File: config.mk
export PLATFORM = sky130hd
export DESIGN_NAME = voice_recorder
export DESIGN_NICKNAME = d
export VERILOG_FILES = /design/src/design/cpu_port_pkg.sv /design/src/design/recorder_pkg.sv /design/src/design/menu_regs.sv /design/src/design/ram_sequencer.sv /design/src/design/port_read_mux.sv /design/src/design/voice_recorder.sv
export SDC_FILE = /design/constraint.sdc
export NUM_CORES = 1
export LEC_CHECK = 0
export BUFFER_PORTS_ARGS = -buffer_cell sky130_fd_sc_hd__buf_2
export CAP_MARGIN = 20
export CORE_ASPECT_RATIO = 1.1
export CORE_MARGIN = 2
export CORE_UTILIZATION = 45
export DETAILED_ROUTE_END_ITERATION = 8
export MAX_ROUTING_LAYER = met4
export PLACE_DENSITY = 0.68
export SLEW_MARGIN = 5
export SYNTH_ARGS = -nofsm -noshare
export SYNTH_HDL_FRONTEND = slang
export SYNTH_SLANG_ARGS = --single-unit
File: constraint.sdc
create_clock -name clk2 -period 4 [get_ports clk2]
set_input_delay 0.2 -clock clk2 [delete_from_list [all_inputs] [get_ports clk2]]
set_output_delay 0.2 -clock clk2 [all_outputs]
set_load 0.01 [all_outputs]
File: src/design/cpu_port_pkg.sv
`default_nettype none

package cpu_port_pkg;

	//////////////////////////////
	// cpu output ports
	//////////////////////////////

	// menu mode select, data is a menu_mode_e code
	localparam logic [7:0] PORT_MODE = 8'h0B;
	// message slot select, codes 00 to 04
	localparam logic [7:0] PORT_SLOT = 8'h0C;
	// one volume step per write
	localparam logic [7:0] PORT_VOL = 8'h04;
	// recording on or off
	localparam logic [7:0] PORT_REC = 8'h05;

	//////////////////////////////
	// cpu input ports
	//////////////////////////////

	// switches in the low nibble
	localparam logic [7:0] IN_SWITCHES = 8'h00;
	// buttons, one per port, in bit 0
	localparam logic [7:0] IN_SCROLL_UP = 8'h06;
	localparam logic [7:0] IN_SCROLL_DOWN = 8'h07;
	localparam logic [7:0] IN_SELECT = 8'h08;
	localparam logic [7:0] IN_BACK = 8'h09;
	localparam logic [7:0] IN_PAUSE_PLAY = 8'h0A;
	// sequencer status flags
	localparam logic [7:0] IN_MSG_EXISTS = 8'h0B;
	localparam logic [7:0] IN_DEL_FINISH = 8'h0F;

	//////////////////////////////
	// command codes
	//////////////////////////////

	// data written to PORT_VOL
	localparam logic [7:0] VOL_CODE_UP = 8'h01;
	localparam logic [7:0] VOL_CODE_DOWN = 8'h02;
	// data written to PORT_REC, anything else turns recording off
	localparam logic [7:0] REC_CODE_ON = 8'h01;

endpackage

`default_nettype wire

File: src/design/recorder_pkg.sv
`default_nettype none

package recorder_pkg;

	//////////////////////////////
	// sizes
	//////////////////////////////

	// ram word address
	localparam int ADDR_W = 26;
	// one audio sample per ram word
	localparam int SAMPLE_W = 16;
	// message slots, all the same size
	localparam int SLOT_COUNT = 5;

	// volume range, level 1 is quietest
	localparam logic [3:0] VOL_MIN = 4'd1;
	localparam logic [3:0] VOL_MAX = 4'd15;
	localparam logic [3:0] VOL_RESET = 4'd1;

	//////////////////////////////
	// menu
	//////////////////////////////

	// codes as the cpu writes them to PORT_MODE
	typedef enum logic [7:0] {
		MODE_MAIN = 8'h00,
		MODE_PLAY = 8'h01,
		MODE_RECORD = 8'h02,
		MODE_DELONE = 8'h03,
		MODE_DELALL = 8'h04,
		MODE_VOL = 8'h05
	} menu_mode_e;

	// menu state seen by the sequencer and the read mux
	typedef struct packed {
		menu_mode_e mode;
		logic [2:0] slot;
		logic recording;
		// single cycle, new PORT_MODE write
		logic mode_write;
	} menu_cmd_t;

	//////////////////////////////
	// ram port
	//////////////////////////////

	typedef struct packed {
		logic [ADDR_W-1:0] address;
		logic [SAMPLE_W-1:0] wdata;
		logic write_enable;
		logic read_request;
		logic read_ack;
	} ram_req_t;

	typedef struct packed {
		logic [SAMPLE_W-1:0] rdata;
		// held by the ram until read_ack
		logic data_present;
		logic ready;
	} ram_rsp_t;

	// front panel buttons, levels
	typedef struct packed {
		logic scroll_up;
		logic scroll_down;
		logic select;
		logic back;
		logic pause_play;
	} buttons_t;

endpackage

`default_nettype wire

File: src/design/menu_regs.sv
`timescale 1ns/1ps
`default_nettype none

module menu_regs (
	input wire clk2,
	input wire pb_reset,
	input wire [7:0] port_id,
	input wire [7:0] out_port,
	input wire write_strobe,
	output recorder_pkg::menu_cmd_t cmd,
	output logic [3:0] volume
);
	import cpu_port_pkg::*;
	import recorder_pkg::*;

	//////////////////////////////
	// output port decode
	//////////////////////////////

	logic mode_wr;
	logic slot_wr;
	logic vol_wr;
	logic rec_wr;
	logic mode_code_ok;
	logic slot_code_ok;
	logic slot_mode;

	// one strobe per port
	assign mode_wr = write_strobe && (port_id == PORT_MODE);
	assign slot_wr = write_strobe && (port_id == PORT_SLOT);
	assign vol_wr = write_strobe && (port_id == PORT_VOL);
	assign rec_wr = write_strobe && (port_id == PORT_REC);

	// mode codes run 00 to 05
	assign mode_code_ok = (out_port <= 8'(MODE_VOL));
	// slot codes run 00 to 04
	assign slot_code_ok = (out_port < 8'(SLOT_COUNT));

	// only the slot based modes take a slot write
	assign slot_mode = (cmd.mode == MODE_PLAY) ||
		(cmd.mode == MODE_RECORD) ||
		(cmd.mode == MODE_DELONE);

	//////////////////////////////
	// command registers
	//////////////////////////////

	always_ff @(posedge clk2 or posedge pb_reset) begin
		if (pb_reset) begin
			cmd <= '{mode: MODE_MAIN, slot: 3'd0, recording: 1'b0, mode_write: 1'b0};
		end else begin
			// pulse lines up with the new mode value
			cmd.mode_write <= mode_wr;
			if (mode_wr && mode_code_ok) begin
				cmd.mode <= menu_mode_e'(out_port);
			end
			// slot held across mode changes
			if (slot_wr && slot_mode && slot_code_ok) begin
				cmd.slot <= out_port[2:0];
			end
			// recording flag only moves in record mode
			if (rec_wr && (cmd.mode == MODE_RECORD)) begin
				cmd.recording <= (out_port == REC_CODE_ON);
			end
		end
	end

	//////////////////////////////
	// volume level
	//////////////////////////////

	// one step per write, clamps at both ends
	always_ff @(posedge clk2 or posedge pb_reset) begin
		if (pb_reset) begin
			volume <= VOL_RESET;
		end else if (vol_wr && (cmd.mode == MODE_VOL)) begin
			if ((out_port == VOL_CODE_UP) && (volume < VOL_MAX)) begin
				volume <= volume + 4'd1;
			end else if ((out_port == VOL_CODE_DOWN) && (volume > VOL_MIN)) begin
				volume <= volume - 4'd1;
			end
		end
	end

	// cpu never issues back to back mode writes
	a_mode_write_pulse: assert property (@(posedge clk2) disable iff (pb_reset)
		cmd.mode_write |=> !cmd.mode_write);

endmodule

`default_nettype wire

File: src/design/ram_sequencer.sv
`timescale 1ns/1ps
`default_nettype none

module ram_sequencer #(
	parameter logic [recorder_pkg::ADDR_W-1:0] SLOT_WORDS = 26'h333333
) (
	input wire clk2,
	input wire pb_reset,
	input wire recorder_pkg::menu_cmd_t cmd,
	input wire recorder_pkg::ram_rsp_t ram_rsp,
	input wire [recorder_pkg::SAMPLE_W-1:0] audio_in,
	output recorder_pkg::ram_req_t ram_req,
	output logic [recorder_pkg::SAMPLE_W-1:0] audio_out,
	output logic audio_valid,
	output logic playback,
	output logic message_exists,
	output logic delete_finish
);
	import recorder_pkg::*;

	// words in all five slots together
	localparam logic [ADDR_W-1:0] MEM_WORDS = ADDR_W'(SLOT_COUNT * SLOT_WORDS);

	// waiting states: S_PLAY S_RECORD S_DELONE S_DELALL S_VOL
	typedef enum logic [3:0] {
		S_MAIN,
		S_PLAY,
		S_PLAY_WAIT,
		S_PLAY_ACK,
		S_RECORD,
		S_REC_STEP,
		S_REC_GAP,
		S_DELONE,
		S_DELALL,
		S_DEL_STEP,
		S_VOL
	} seq_state_e;

	seq_state_e state;
	logic [ADDR_W-1:0] last_addr;
	logic [ADDR_W-1:0] slot_base;
	logic [ADDR_W-1:0] slot_last;
	logic mode_pending;
	logic mode_req;
	logic del_all;
	logic take_word;

	//////////////////////////////
	// slot range
	//////////////////////////////

	// slot is sampled when main starts the transfer
	assign slot_base = ADDR_W'(cmd.slot) * SLOT_WORDS;
	assign slot_last = slot_base + SLOT_WORDS - ADDR_W'(1);

	// a mode write can land while ready is low, keep it until main takes it
	assign mode_req = mode_pending || cmd.mode_write;

	always_ff @(posedge clk2 or posedge pb_reset) begin
		if (pb_reset) begin
			mode_pending <= 1'b0;
		end else begin
			mode_pending <= mode_req && !(ram_rsp.ready && (state == S_MAIN));
		end
	end

	// word returned by the ram and not dropped by an abort
	assign take_word = ram_rsp.ready && (state == S_PLAY_WAIT) &&
		ram_rsp.data_present && !mode_req;

	// sample register, loaded with the audio_valid pulse
	always_ff @(posedge clk2) begin
		if (take_word) begin
			audio_out <= ram_rsp.rdata;
		end
	end

	assign playback = (state == S_PLAY) || (state == S_PLAY_WAIT) || (state == S_PLAY_ACK);

	//////////////////////////////
	// transfer fsm
	//////////////////////////////

	always_ff @(posedge clk2 or posedge pb_reset) begin
		if (pb_reset) begin
			state <= S_MAIN;
			ram_req <= '0;
			last_addr <= '0;
			del_all <= 1'b0;
			audio_valid <= 1'b0;
			message_exists <= 1'b0;
			delete_finish <= 1'b0;
		end else begin
			// strobes drop after one cycle
			ram_req.write_enable <= 1'b0;
			ram_req.read_request <= 1'b0;
			ram_req.read_ack <= 1'b0;
			audio_valid <= 1'b0;
			// ready low holds everything else
			if (ram_rsp.ready) begin
				case (state)
					S_MAIN: begin
						if (mode_req) begin
							case (cmd.mode)
								MODE_PLAY: begin
									ram_req.address <= slot_base;
									last_addr <= slot_last;
									state <= S_PLAY;
								end
								MODE_RECORD: begin
									ram_req.address <= slot_base;
									last_addr <= slot_last;
									state <= S_RECORD;
								end
								MODE_DELONE: begin
									ram_req.address <= slot_base;
									last_addr <= slot_last;
									del_all <= 1'b0;
									delete_finish <= 1'b0;
									state <= S_DELONE;
								end
								MODE_DELALL: begin
									// slot 0 through the end of slot 4
									ram_req.address <= '0;
									last_addr <= MEM_WORDS - ADDR_W'(1);
									del_all <= 1'b1;
									delete_finish <= 1'b0;
									state <= S_DELALL;
								end
								MODE_VOL: begin
									state <= S_VOL;
								end
								default: begin
									state <= S_MAIN;
								end
							endcase
						end
					end
					// play, one read per word
					S_PLAY: begin
						if (mode_req) begin
							state <= S_MAIN;
						end else begin
							ram_req.read_request <= 1'b1;
							state <= S_PLAY_WAIT;
						end
					end
					S_PLAY_WAIT: begin
						// ack the word even on an abort, only send it out otherwise
						if (ram_rsp.data_present) begin
							ram_req.read_ack <= 1'b1;
							audio_valid <= !mode_req;
							state <= mode_req ? S_MAIN : S_PLAY_ACK;
						end
					end
					S_PLAY_ACK: begin
						if (ram_req.address == last_addr) begin
							state <= S_MAIN;
						end else begin
							ram_req.address <= ram_req.address + ADDR_W'(1);
							state <= S_PLAY;
						end
					end
					// record, one write every 3 cycles
					S_RECORD: begin
						if (mode_req) begin
							state <= S_MAIN;
						end else if (cmd.recording) begin
							ram_req.wdata <= audio_in;
							ram_req.write_enable <= 1'b1;
							state <= S_REC_STEP;
						end
					end
					S_REC_STEP: begin
						if (ram_req.address == last_addr) begin
							// slot full
							message_exists <= 1'b1;
							state <= S_MAIN;
						end else begin
							ram_req.address <= ram_req.address + ADDR_W'(1);
							state <= S_REC_GAP;
						end
					end
					S_REC_GAP: begin
						state <= S_RECORD;
					end
					// delete, zero word every 2 cycles
					// delall sits here once delete_finish is set
					S_DELONE, S_DELALL: begin
						if (mode_req) begin
							state <= S_MAIN;
						end else if (!delete_finish) begin
							ram_req.wdata <= '0;
							ram_req.write_enable <= 1'b1;
							state <= S_DEL_STEP;
						end
					end
					S_DEL_STEP: begin
						if (ram_req.address == last_addr) begin
							delete_finish <= 1'b1;
							state <= del_all ? S_DELALL : S_MAIN;
						end else begin
							ram_req.address <= ram_req.address + ADDR_W'(1);
							state <= del_all ? S_DELALL : S_DELONE;
						end
					end
					// volume lives in menu_regs, just wait for the next mode
					S_VOL: begin
						if (mode_req) begin
							state <= S_MAIN;
						end
					end
					default: begin
						state <= S_MAIN;
					end
				endcase
			end
		end
	end

	//////////////////////////////
	// checks
	//////////////////////////////

	a_no_rw_overlap: assert property (@(posedge clk2) disable iff (pb_reset)
		!(ram_req.read_request && ram_req.write_enable));

	// ack only for a word the ram has presented
	a_ack_after_data: assert property (@(posedge clk2) disable iff (pb_reset)
		ram_req.read_ack |-> $past(ram_rsp.data_present));

	a_addr_in_range: assert property (@(posedge clk2) disable iff (pb_reset)
		ram_req.address < MEM_WORDS);

endmodule

`default_nettype wire

File: src/design/port_read_mux.sv
`timescale 1ns/1ps
`default_nettype none

module port_read_mux (
	input wire clk2,
	input wire pb_reset,
	input wire [7:0] port_id,
	input wire [3:0] switches,
	input wire recorder_pkg::buttons_t buttons,
	input wire message_exists,
	input wire delete_finish,
	output logic [7:0] in_port
);
	import cpu_port_pkg::*;

	// single flag into bit 0
	function automatic logic [7:0] flag_byte(input logic flag);
		return {7'b000_0000, flag};
	endfunction

	//////////////////////////////
	// read selector
	//////////////////////////////

	// cpu sees the value one clock after it drives port_id
	always_ff @(posedge clk2 or posedge pb_reset) begin
		if (pb_reset) begin
			in_port <= 8'h00;
		end else begin
			case (port_id)
				// switches in the low nibble
				IN_SWITCHES: in_port <= {4'h0, switches};
				// buttons
				IN_SCROLL_UP: in_port <= flag_byte(buttons.scroll_up);
				IN_SCROLL_DOWN: in_port <= flag_byte(buttons.scroll_down);
				IN_SELECT: in_port <= flag_byte(buttons.select);
				IN_BACK: in_port <= flag_byte(buttons.back);
				IN_PAUSE_PLAY: in_port <= flag_byte(buttons.pause_play);
				// sequencer status
				IN_MSG_EXISTS: in_port <= flag_byte(message_exists);
				IN_DEL_FINISH: in_port <= flag_byte(delete_finish);
				// nothing else is mapped
				default: in_port <= 8'h00;
			endcase
		end
	end

endmodule

`default_nettype wire

File: src/design/voice_recorder.sv
`timescale 1ns/1ps
`default_nettype none

module voice_recorder #(
	parameter logic [recorder_pkg::ADDR_W-1:0] SLOT_WORDS = 26'h333333
) (
	input wire clk2,
	input wire pb_reset,
	// cpu bus
	input wire [7:0] port_id,
	input wire [7:0] out_port,
	input wire write_strobe,
	input wire read_strobe,
	// front panel
	input wire [3:0] switches,
	input wire recorder_pkg::buttons_t buttons,
	// ram and audio
	input wire recorder_pkg::ram_rsp_t ram_rsp,
	input wire [recorder_pkg::SAMPLE_W-1:0] audio_in,
	output logic [7:0] in_port,
	output recorder_pkg::ram_req_t ram_req,
	output logic [recorder_pkg::SAMPLE_W-1:0] audio_out,
	output logic audio_valid,
	output logic playback,
	output logic [3:0] volume
);
	import recorder_pkg::*;

	// read_strobe has no consumer, no input port needs a read ack

	menu_cmd_t cmd;
	logic message_exists;
	logic delete_finish;

	//////////////////////////////
	// menu registers
	//////////////////////////////

	menu_regs u_menu_regs (
		.clk2(clk2),
		.pb_reset(pb_reset),
		.port_id(port_id),
		.out_port(out_port),
		.write_strobe(write_strobe),
		.cmd(cmd),
		.volume(volume)
	);

	//////////////////////////////
	// ram sequencer
	//////////////////////////////

	ram_sequencer #(
		.SLOT_WORDS(SLOT_WORDS)
	) u_ram_sequencer (
		.clk2(clk2),
		.pb_reset(pb_reset),
		.cmd(cmd),
		.ram_rsp(ram_rsp),
		.audio_in(audio_in),
		.ram_req(ram_req),
		.audio_out(audio_out),
		.audio_valid(audio_valid),
		.playback(playback),
		.message_exists(message_exists),
		.delete_finish(delete_finish)
	);

	//////////////////////////////
	// cpu read data
	//////////////////////////////

	port_read_mux u_port_read_mux (
		.clk2(clk2),
		.pb_reset(pb_reset),
		.port_id(port_id),
		.switches(switches),
		.buttons(buttons),
		.message_exists(message_exists),
		.delete_finish(delete_finish),
		.in_port(in_port)
	);

endmodule

`default_nettype wire

Word-level counts from Yosys, hierarchy flattened
Index checks and enable logic that the tools add are counted.
{"block": "word_totals", "input_bits": 63, "reg_bits": 117, "wordCells": 155, "output_inout_bits": 75}
{"block": "op_classes", "addsub": 5, "n_mux": 42, "order_cmp": 4, "n_eq_ne": 41, "n_mul": 1, "n_reduce_logical": 43}
{"operator": "$pmux W26 S2", "count": 3}
{"operator": "$mux W17", "count": 4}
{"operator": "$mux W26", "count": 2}
{"operator": "$eq A8 B3 Y1 const B", "count": 6}
{"operator": "$eq A8 B4 Y1 const B", "count": 6}
{"operator": "$mux W4", "count": 12}
{"operator": "$pmux W4 S10", "count": 1}
{"operator": "$pmux W17 S2", "count": 1}
{"operator": "$pmux W4 S8", "count": 1}
{"operator": "$add A25 B22 Y26 const B", "count": 1}
{"operator": "$add A26 B1 Y26 const B", "count": 1}
{"operator": "$eq A26 B26 Y1", "count": 1}
{"operator": "$sub A26 B1 Y26 const B", "count": 1}
{"operator": "$mul A3 B22 Y25 const B", "count": 1}
{"operator": "$eq A8 B2 Y1 const B", "count": 3}
{"operator": "$pmux W4 S5", "count": 1}
{"operator": "$eq A4 B3 Y1 const B", "count": 4}
{"operator": "$eq A8 B1 Y1 const B", "count": 2}
{"operator": "$logic_and A1 B1 Y1", "count": 16}
{"operator": "$ne A2 B2 Y1 const B", "count": 7}
{"operator": "$eq A4 B4 Y1 const B", "count": 3}
{"operator": "$reduce_and A6 Y1", "count": 2}
{"operator": "$reduce_bool A2 Y1", "count": 6}
{"operator": "$mux W1", "count": 11}
{"operator": "24 further kinds", "count": 40}

Depth between registers and ports, before layout
{"block": "depth", "word_depth": 5, "ltp_mapped": 11, "depth_no_buf": 11}

Cells and area by module
Synthesis repeated with hierarchy kept, for this count alone.
{"block": "hier_totals", "hier_cells": 670, "hier_area_um2": 6449.9}
{"module": "ram_sequencer", "seq_area_each_um2": 2457.4, "area_each_um2": 5262.5, "cells_each": 562, "instances": 1}
{"module": "menu_regs", "seq_area_each_um2": 426.7, "area_each_um2": 929.6, "cells_each": 82, "instances": 1}
{"module": "port_read_mux", "seq_area_each_um2": 100.1, "area_each_um2": 257.7, "cells_each": 26, "instances": 1}

Worst setup path before layout
Ideal clock, no wire load.
{"block": "synth_path", "path_type": "reg2reg", "start": "reg, netlist name u_menu_regs.cmd[3]", "end": "reg u_ram_sequencer.last_addr[17]", "period_less_slack_ps": 2766, "setup_time_ps": 118, "required_ps": 3882, "slack_ps": 1234, "t_arrival_ps": 2648, "stages_incl_launch_ff": 11, "n_path_buf": 0, "path_cell_list": "dfrtp_1 inv_1 ha_1 inv_1 ha_1 ha_1 a31oi_1 xnor2_1 a2111oi_0 a311oi_2 a21o_1"}
{"block": "synth_via", "elab_chain_cells": 4}
{"item": "$mul A3 B22 Y25", "line_no": "ram_sequencer.sv:53", "text": "assign slot_base = ADDR_W'(cmd.slot) * SLOT_WORDS;"}
{"item": "$add A25 B22 Y26", "line_no": "ram_sequencer.sv:54", "text": "assign slot_last = slot_base + SLOT_WORDS - ADDR_W'(1);"}
{"item": "$sub A26 B1 Y26", "line_no": "ram_sequencer.sv:54"}
{"item": "$pmux W26 S2", "line_no": "ram_sequencer.sv:104", "text": "case (cmd.mode)"}
{"item": "end signal, assigned", "line_no": "ram_sequencer.sv:107", "text": "last_addr <= slot_last;"}
{"item": "end signal, assigned", "line_no": "ram_sequencer.sv:112", "text": "last_addr <= slot_last;"}
{"item": "end signal, assigned", "line_no": "ram_sequencer.sv:117", "text": "last_addr <= slot_last;"}
{"item": "end, declared", "line_no": "ram_sequencer.sv:40", "text": "logic [ADDR_W-1:0] last_addr;"}
Every way passes these cells.
A chain may end at the register's enable or synchronous reset.

Worst setup path after layout
{"block": "layout_path", "start": "reg, netlist name u_menu_regs.cmd[3]", "end": "reg u_ram_sequencer.last_addr[21]"}
{"block": "layout_via", "elab_chain_cells": 4}
{"item": "$mul A3 B22 Y25", "line_no": "ram_sequencer.sv:53"}
{"item": "$add A25 B22 Y26", "line_no": "ram_sequencer.sv:54"}
{"item": "$sub A26 B1 Y26", "line_no": "ram_sequencer.sv:54"}
{"item": "$pmux W26 S2", "line_no": "ram_sequencer.sv:104"}
Every way passes these cells.

==> key figures <==
Cells and area
  – Fillers: 1290
  – Area growth, synth to finish: 23.90%
  – Inserted Diodes: 0
  – Share of layout cells above drive strength 1: about 26%
  – End-of-flow core utilization: 56.39%
  – # nets final: around 870

Setup path
  – Worst setup path category: flop to flop
  – Critical path data required time: ~4.4 ns
  – Crit path max fanout: 8
  – Internal reg-to-reg setup slack: ~0.8 ns
  – Depth of the worst register-to-register path: 10
  – Endpoint type of the worst setup path: flop
  – Startpoint kind of the worst setup timing path: flop
  – FF-to-FF Start: u_menu_regs.cmd[3]
  – Terminus of the critical flop-to-flop path: u_ram_sequencer.last_addr[21]
  – Worst endpoint data arrival time: ~3.6 ns

STA
  – Transition at the pin with the smallest max-transition slack: approximately 0.96 ns
  – Post-route minimum period: between 3 and 4 ns
  – Slew Limit Headroom: about 36%
  – Slew Viols, Final: 0
  – Endpoints failing setup: 0
  – Fraction of the cycle the final worst path needs: between 70% and 80%
  – Skew final: ~0.01 ns
  – Setup tns final: 0 ns
  – Maximum operating frequency: roughly 310 MHz
  – Worst setup margin: ~0.80 ns
  – RSZ-0062 raised after global routing: false
  – Final-report hold violation count: 1
  – Post-Route Hold Slack: -0.006147 ns

Pwr
  – IR Drop Worst-Case VDD: 0.0002168 V
  – PD cells: around 450 nW/um2
  – Static power due to leakage: around 3.9 nW
  – Total design power: 3.620 mW

Clock network
  – Clock sinks: between 100 and 150
  – Post-CTS sizing: 0
  – Maximum clock path buffer count: 2
  – Clk Tree Root Cell: sky130_fd_sc_hd__clkbuf_16
  – Clock-pin slew on the worst setup and hold paths: ~0.06 ns
  – H-tree depth reported by CTS: 4
  – Number of buffers created by CTS: 17
  – TritonCTS clock tree: built
  – Clock Latency Late Sink: around 0.42 ns

GRT
  – Total overflow reported by the global router: 0
  – Global-route usage over all layers: 23.86%
  – Largest net degree at the start of global routing: approximately 80
  – First-pass GRT wire length: 28.28 mm
  – Number of global-route vias before repair: about 5600
  – Initial antenna violation count: 0

Synth
  – Syn Std Cell Area: ~6500 um2
  – Share of synthesized flip-flops with an asynchronous set or reset: 86.21%
  – Unique cell type count in the Yosys netlist: between 80 and 90
  – Warnings, synthesis: 0
  – Flops & latches, synth: 116
  – EDFF count, synth: 16
  – Average footprint of a synthesized cell: 9.933 um2
  – Sequential fraction of the synthesis area: a little under half
  – Post-synthesis instance total: 654
  – Most common flop cell mapped by yosys: sky130_fd_sc_hd__dfrtp_1

Detailed routing
  – Ratio of routed vias to standard cells: approximately 5.8
  – DRT antenna net count: 0
  – Iteration-0 DRC count of the detailed router: 435
  – Detailed Routing Iterations Pass 1: 6
  – Via count: 5808
  – Count of unresolved DRC violations after routing: 0
  – Routed wire length: between 15 and 20 mm
  – Drt wl/cell: ~18 um

Die
  – Initial cell density of the core: around 46%
  – Placeable Area: approximately 14000 um2
  – DIE HEIGHT: roughly 130 um
  – Core Rows: between 40 and 50
  – Horiz. Die Dim: about 120 um
  – Ports placed on the boundary: between 100 and 150
  – Die ar.: roughly 15000 um2

Worst hold path
  – Classification of the worst-slack hold path: input port to asynchronous set/reset pin

Status
  – Run status: finished, violations left
  – Failing checks: negative hold slack

Place
  – Placement Setup Slack: approximately 0.9 ns
  – HPWL after detailed placement: approximately 12 mm
  – Final GP Congestion: 0.9056
  – Buffers added on ports: ~130

Flow run
  – Max-cap violations: 0
-- sequential cells by signal, summed over array words and instances, names as in the netlist --
signal                          flops
u_ram_sequencer.audio_valid         1
u_ram_sequencer.del_all             1
u_menu_regs.volume                  4
u_ram_sequencer.ram_req            45
u_ram_sequencer.mode_pending        1
u_ram_sequencer.message_exists      1
u_ram_sequencer.delete_finish       1
u_menu_regs.cmd                    13
u_port_read_mux.in_port             4
u_ram_sequencer.audio_out          16
u_ram_sequencer.state               4
u_ram_sequencer.last_addr          25
-- logic make-up after synthesis --
| group | Yosys count | share of synthesized area [%] |
|---|---|---|
| and+or+nand+nor | 226 | 19.32 |
| AOI/OAI and AO/OA | 183 | 20.15 |
| DFF | 116 | 45.94 |
| buffers and inverters | 61 | 4.391 |
| xor gates and xnor gates | 43 | 5.797 |
| adders and majority gates | 14 | 2.696 |
| muxes | 10 | 1.656 |
| other | 1 | 0.05773 |
-- critical path: stages, from the launching register on --
cell and delay, ns:
sky130_fd_sc_hd__dfrtp_1 0.38, sky130_fd_sc_hd__inv_1 0.11, sky130_fd_sc_hd__ha_1 0.29, sky130_fd_sc_hd__inv_1 0.04
sky130_fd_sc_hd__ha_1 0.40, sky130_fd_sc_hd__ha_1 0.31, sky130_fd_sc_hd__a31oi_1 0.17, sky130_fd_sc_hd__xnor2_1 0.59
sky130_fd_sc_hd__a2111oi_0 0.25, sky130_fd_sc_hd__a311oi_2 0.44, sky130_fd_sc_hd__a21o_1 0.14
-- Yosys cell counts, types with 14 or more instances --
| cell type | count | area [um2] |
|---|---|---|
| sky130_fd_sc_hd__dfrtp_1 | 99 | 2477 |
| sky130_fd_sc_hd__nand2_1 | 62 | 232.7 |
| sky130_fd_sc_hd__o21ai_0 | 38 | 190.2 |
| sky130_fd_sc_hd__xor2_1 | 30 | 262.8 |
| sky130_fd_sc_hd__nor2_1 | 29 | 108.9 |
| sky130_fd_sc_hd__a21oi_1 | 27 | 135.1 |
| sky130_fd_sc_hd__nand3_1 | 24 | 120.1 |
| sky130_fd_sc_hd__inv_1 | 22 | 82.58 |
| sky130_fd_sc_hd__buf_2 | 17 | 85.08 |
| sky130_fd_sc_hd__edfxtp_1 | 16 | 480.5 |
| sky130_fd_sc_hd__a31oi_1 | 14 | 87.58 |
| sky130_fd_sc_hd__clkbuf_1 | 14 | 52.55 |
| sky130_fd_sc_hd__ha_1 | 14 | 175.2 |
-- layer usage --
layer | vias up | wire [um] | GRT usage, %
li1 | 2700 | - | -
met1 | 2849 | 7512 | 29.42
met2 | 236 | 8746 | 38.74
met3 | 23 | 1106 | 4.502
met4 | 0 | 282 | 10.15
met5 | - | 0 | -
-- power breakdown --
group          switching [mW]  total [mW]  internal [mW]  leakage (nW)
Sequential              0.137        1.40           1.26          1.51
Clock                   0.596        1.48          0.886         0.272
Combinational           0.453       0.741          0.288          2.09
-- placed cells by master, fill, tap and decap left out, types with 4 or more instances in the layout --
| cell type | n |
|---|---|
| sky130_fd_sc_hd__and3_1 | 10 |
| sky130_fd_sc_hd__ha_1 | 14 |
| sky130_fd_sc_hd__a21o_1 | 13 |
| sky130_fd_sc_hd__and2_1 | 13 |
| sky130_fd_sc_hd__nand4_1 | 13 |
| sky130_fd_sc_hd__or3_1 | 4 |
| sky130_fd_sc_hd__a31oi_1 | 14 |
| sky130_fd_sc_hd__xnor2_1 | 13 |
| sky130_fd_sc_hd__a32o_1 | 13 |
| sky130_fd_sc_hd__o21a_1 | 7 |
| sky130_fd_sc_hd__clkbuf_16 | 17 |
| sky130_fd_sc_hd__and4_1 | 5 |
| sky130_fd_sc_hd__o31ai_1 | 11 |
| sky130_fd_sc_hd__mux2_2 | 6 |
| sky130_fd_sc_hd__xor2_1 | 30 |
| sky130_fd_sc_hd__inv_6 | 9 |
| sky130_fd_sc_hd__nand3_1 | 24 |
| sky130_fd_sc_hd__a21oi_1 | 27 |
| sky130_fd_sc_hd__mux2i_1 | 4 |
| sky130_fd_sc_hd__clkinvlp_4 | 4 |
| sky130_fd_sc_hd__nand3b_1 | 4 |
| sky130_fd_sc_hd__o21ai_1 | 4 |
| sky130_fd_sc_hd__conb_1 | 4 |
| sky130_fd_sc_hd__inv_1 | 21 |
| sky130_fd_sc_hd__dfrtp_1 | 99 |
| sky130_fd_sc_hd__edfxtp_1 | 16 |
| sky130_fd_sc_hd__o311ai_0 | 4 |
| sky130_fd_sc_hd__nor4_1 | 9 |
| sky130_fd_sc_hd__nand2_1 | 62 |
| sky130_fd_sc_hd__o211ai_1 | 6 |
| sky130_fd_sc_hd__nor2_1 | 29 |
| sky130_fd_sc_hd__or4_1 | 9 |
| sky130_fd_sc_hd__o21ai_0 | 38 |
| sky130_fd_sc_hd__buf_2 | 132 |
| sky130_fd_sc_hd__buf_4 | 5 |
| sky130_fd_sc_hd__dlygate4sd3_1 | 20 |
| sky130_fd_sc_hd__nor3b_1 | 6 |
| sky130_fd_sc_hd__nor3_1 | 9 |
-- layout make-up --
class / instances / area (um2) / area share, %
inverter: 22 / 85.08 / 1.057
tap: 192 / 240.2 / 2.985
multi-input combinational: 480 / 3248 / 40.35
clock inverter: 14 / 138.9 / 1.725
clock buffer: 18 / 439.2 / 5.456
timing repair buffer: 158 / 913.4 / 11.35
sequential: 116 / 2984 / 37.07
-- how the worst max path moves through the flow --
stage / start / end / slack (ns) / depth (start not counted)
after floorplan: pb_reset / u_menu_regs.cmd[0] / 1.18 / 1
after global placement: u_menu_regs.cmd[3] / u_ram_sequencer.last_addr[17] / 0.99 / 10
after detailed placement: u_menu_regs.cmd[3] / u_ram_sequencer.last_addr[13] / 0.90 / 10
after CTS: u_menu_regs.cmd[3] / u_ram_sequencer.last_addr[21] / 0.85 / 10
after global routing: u_menu_regs.cmd[3] / u_ram_sequencer.last_addr[21] / 0.64 / 10
final: u_menu_regs.cmd[3] / u_ram_sequencer.last_addr[21] / 0.80 / 10
-- metrics by stage --
stage	std cells	area, um2
final	1000	8049
after CTS	999	8034
after detailed placement	947	7256
after global routing	1000	8049
after global placement	947	7256
after floorplan	657	6507
-- what timing repair did --
| item | CTS | global route |
|---|---|---|
| hold buffers | 20 | 0 |
| buffers inserted | 0 | 0 |
| setup endpoints to repair | 0 | 0 |
| hold endpoints to repair | 20 | 0 |
No activity file was read; power rests on OpenSTA's default activity.
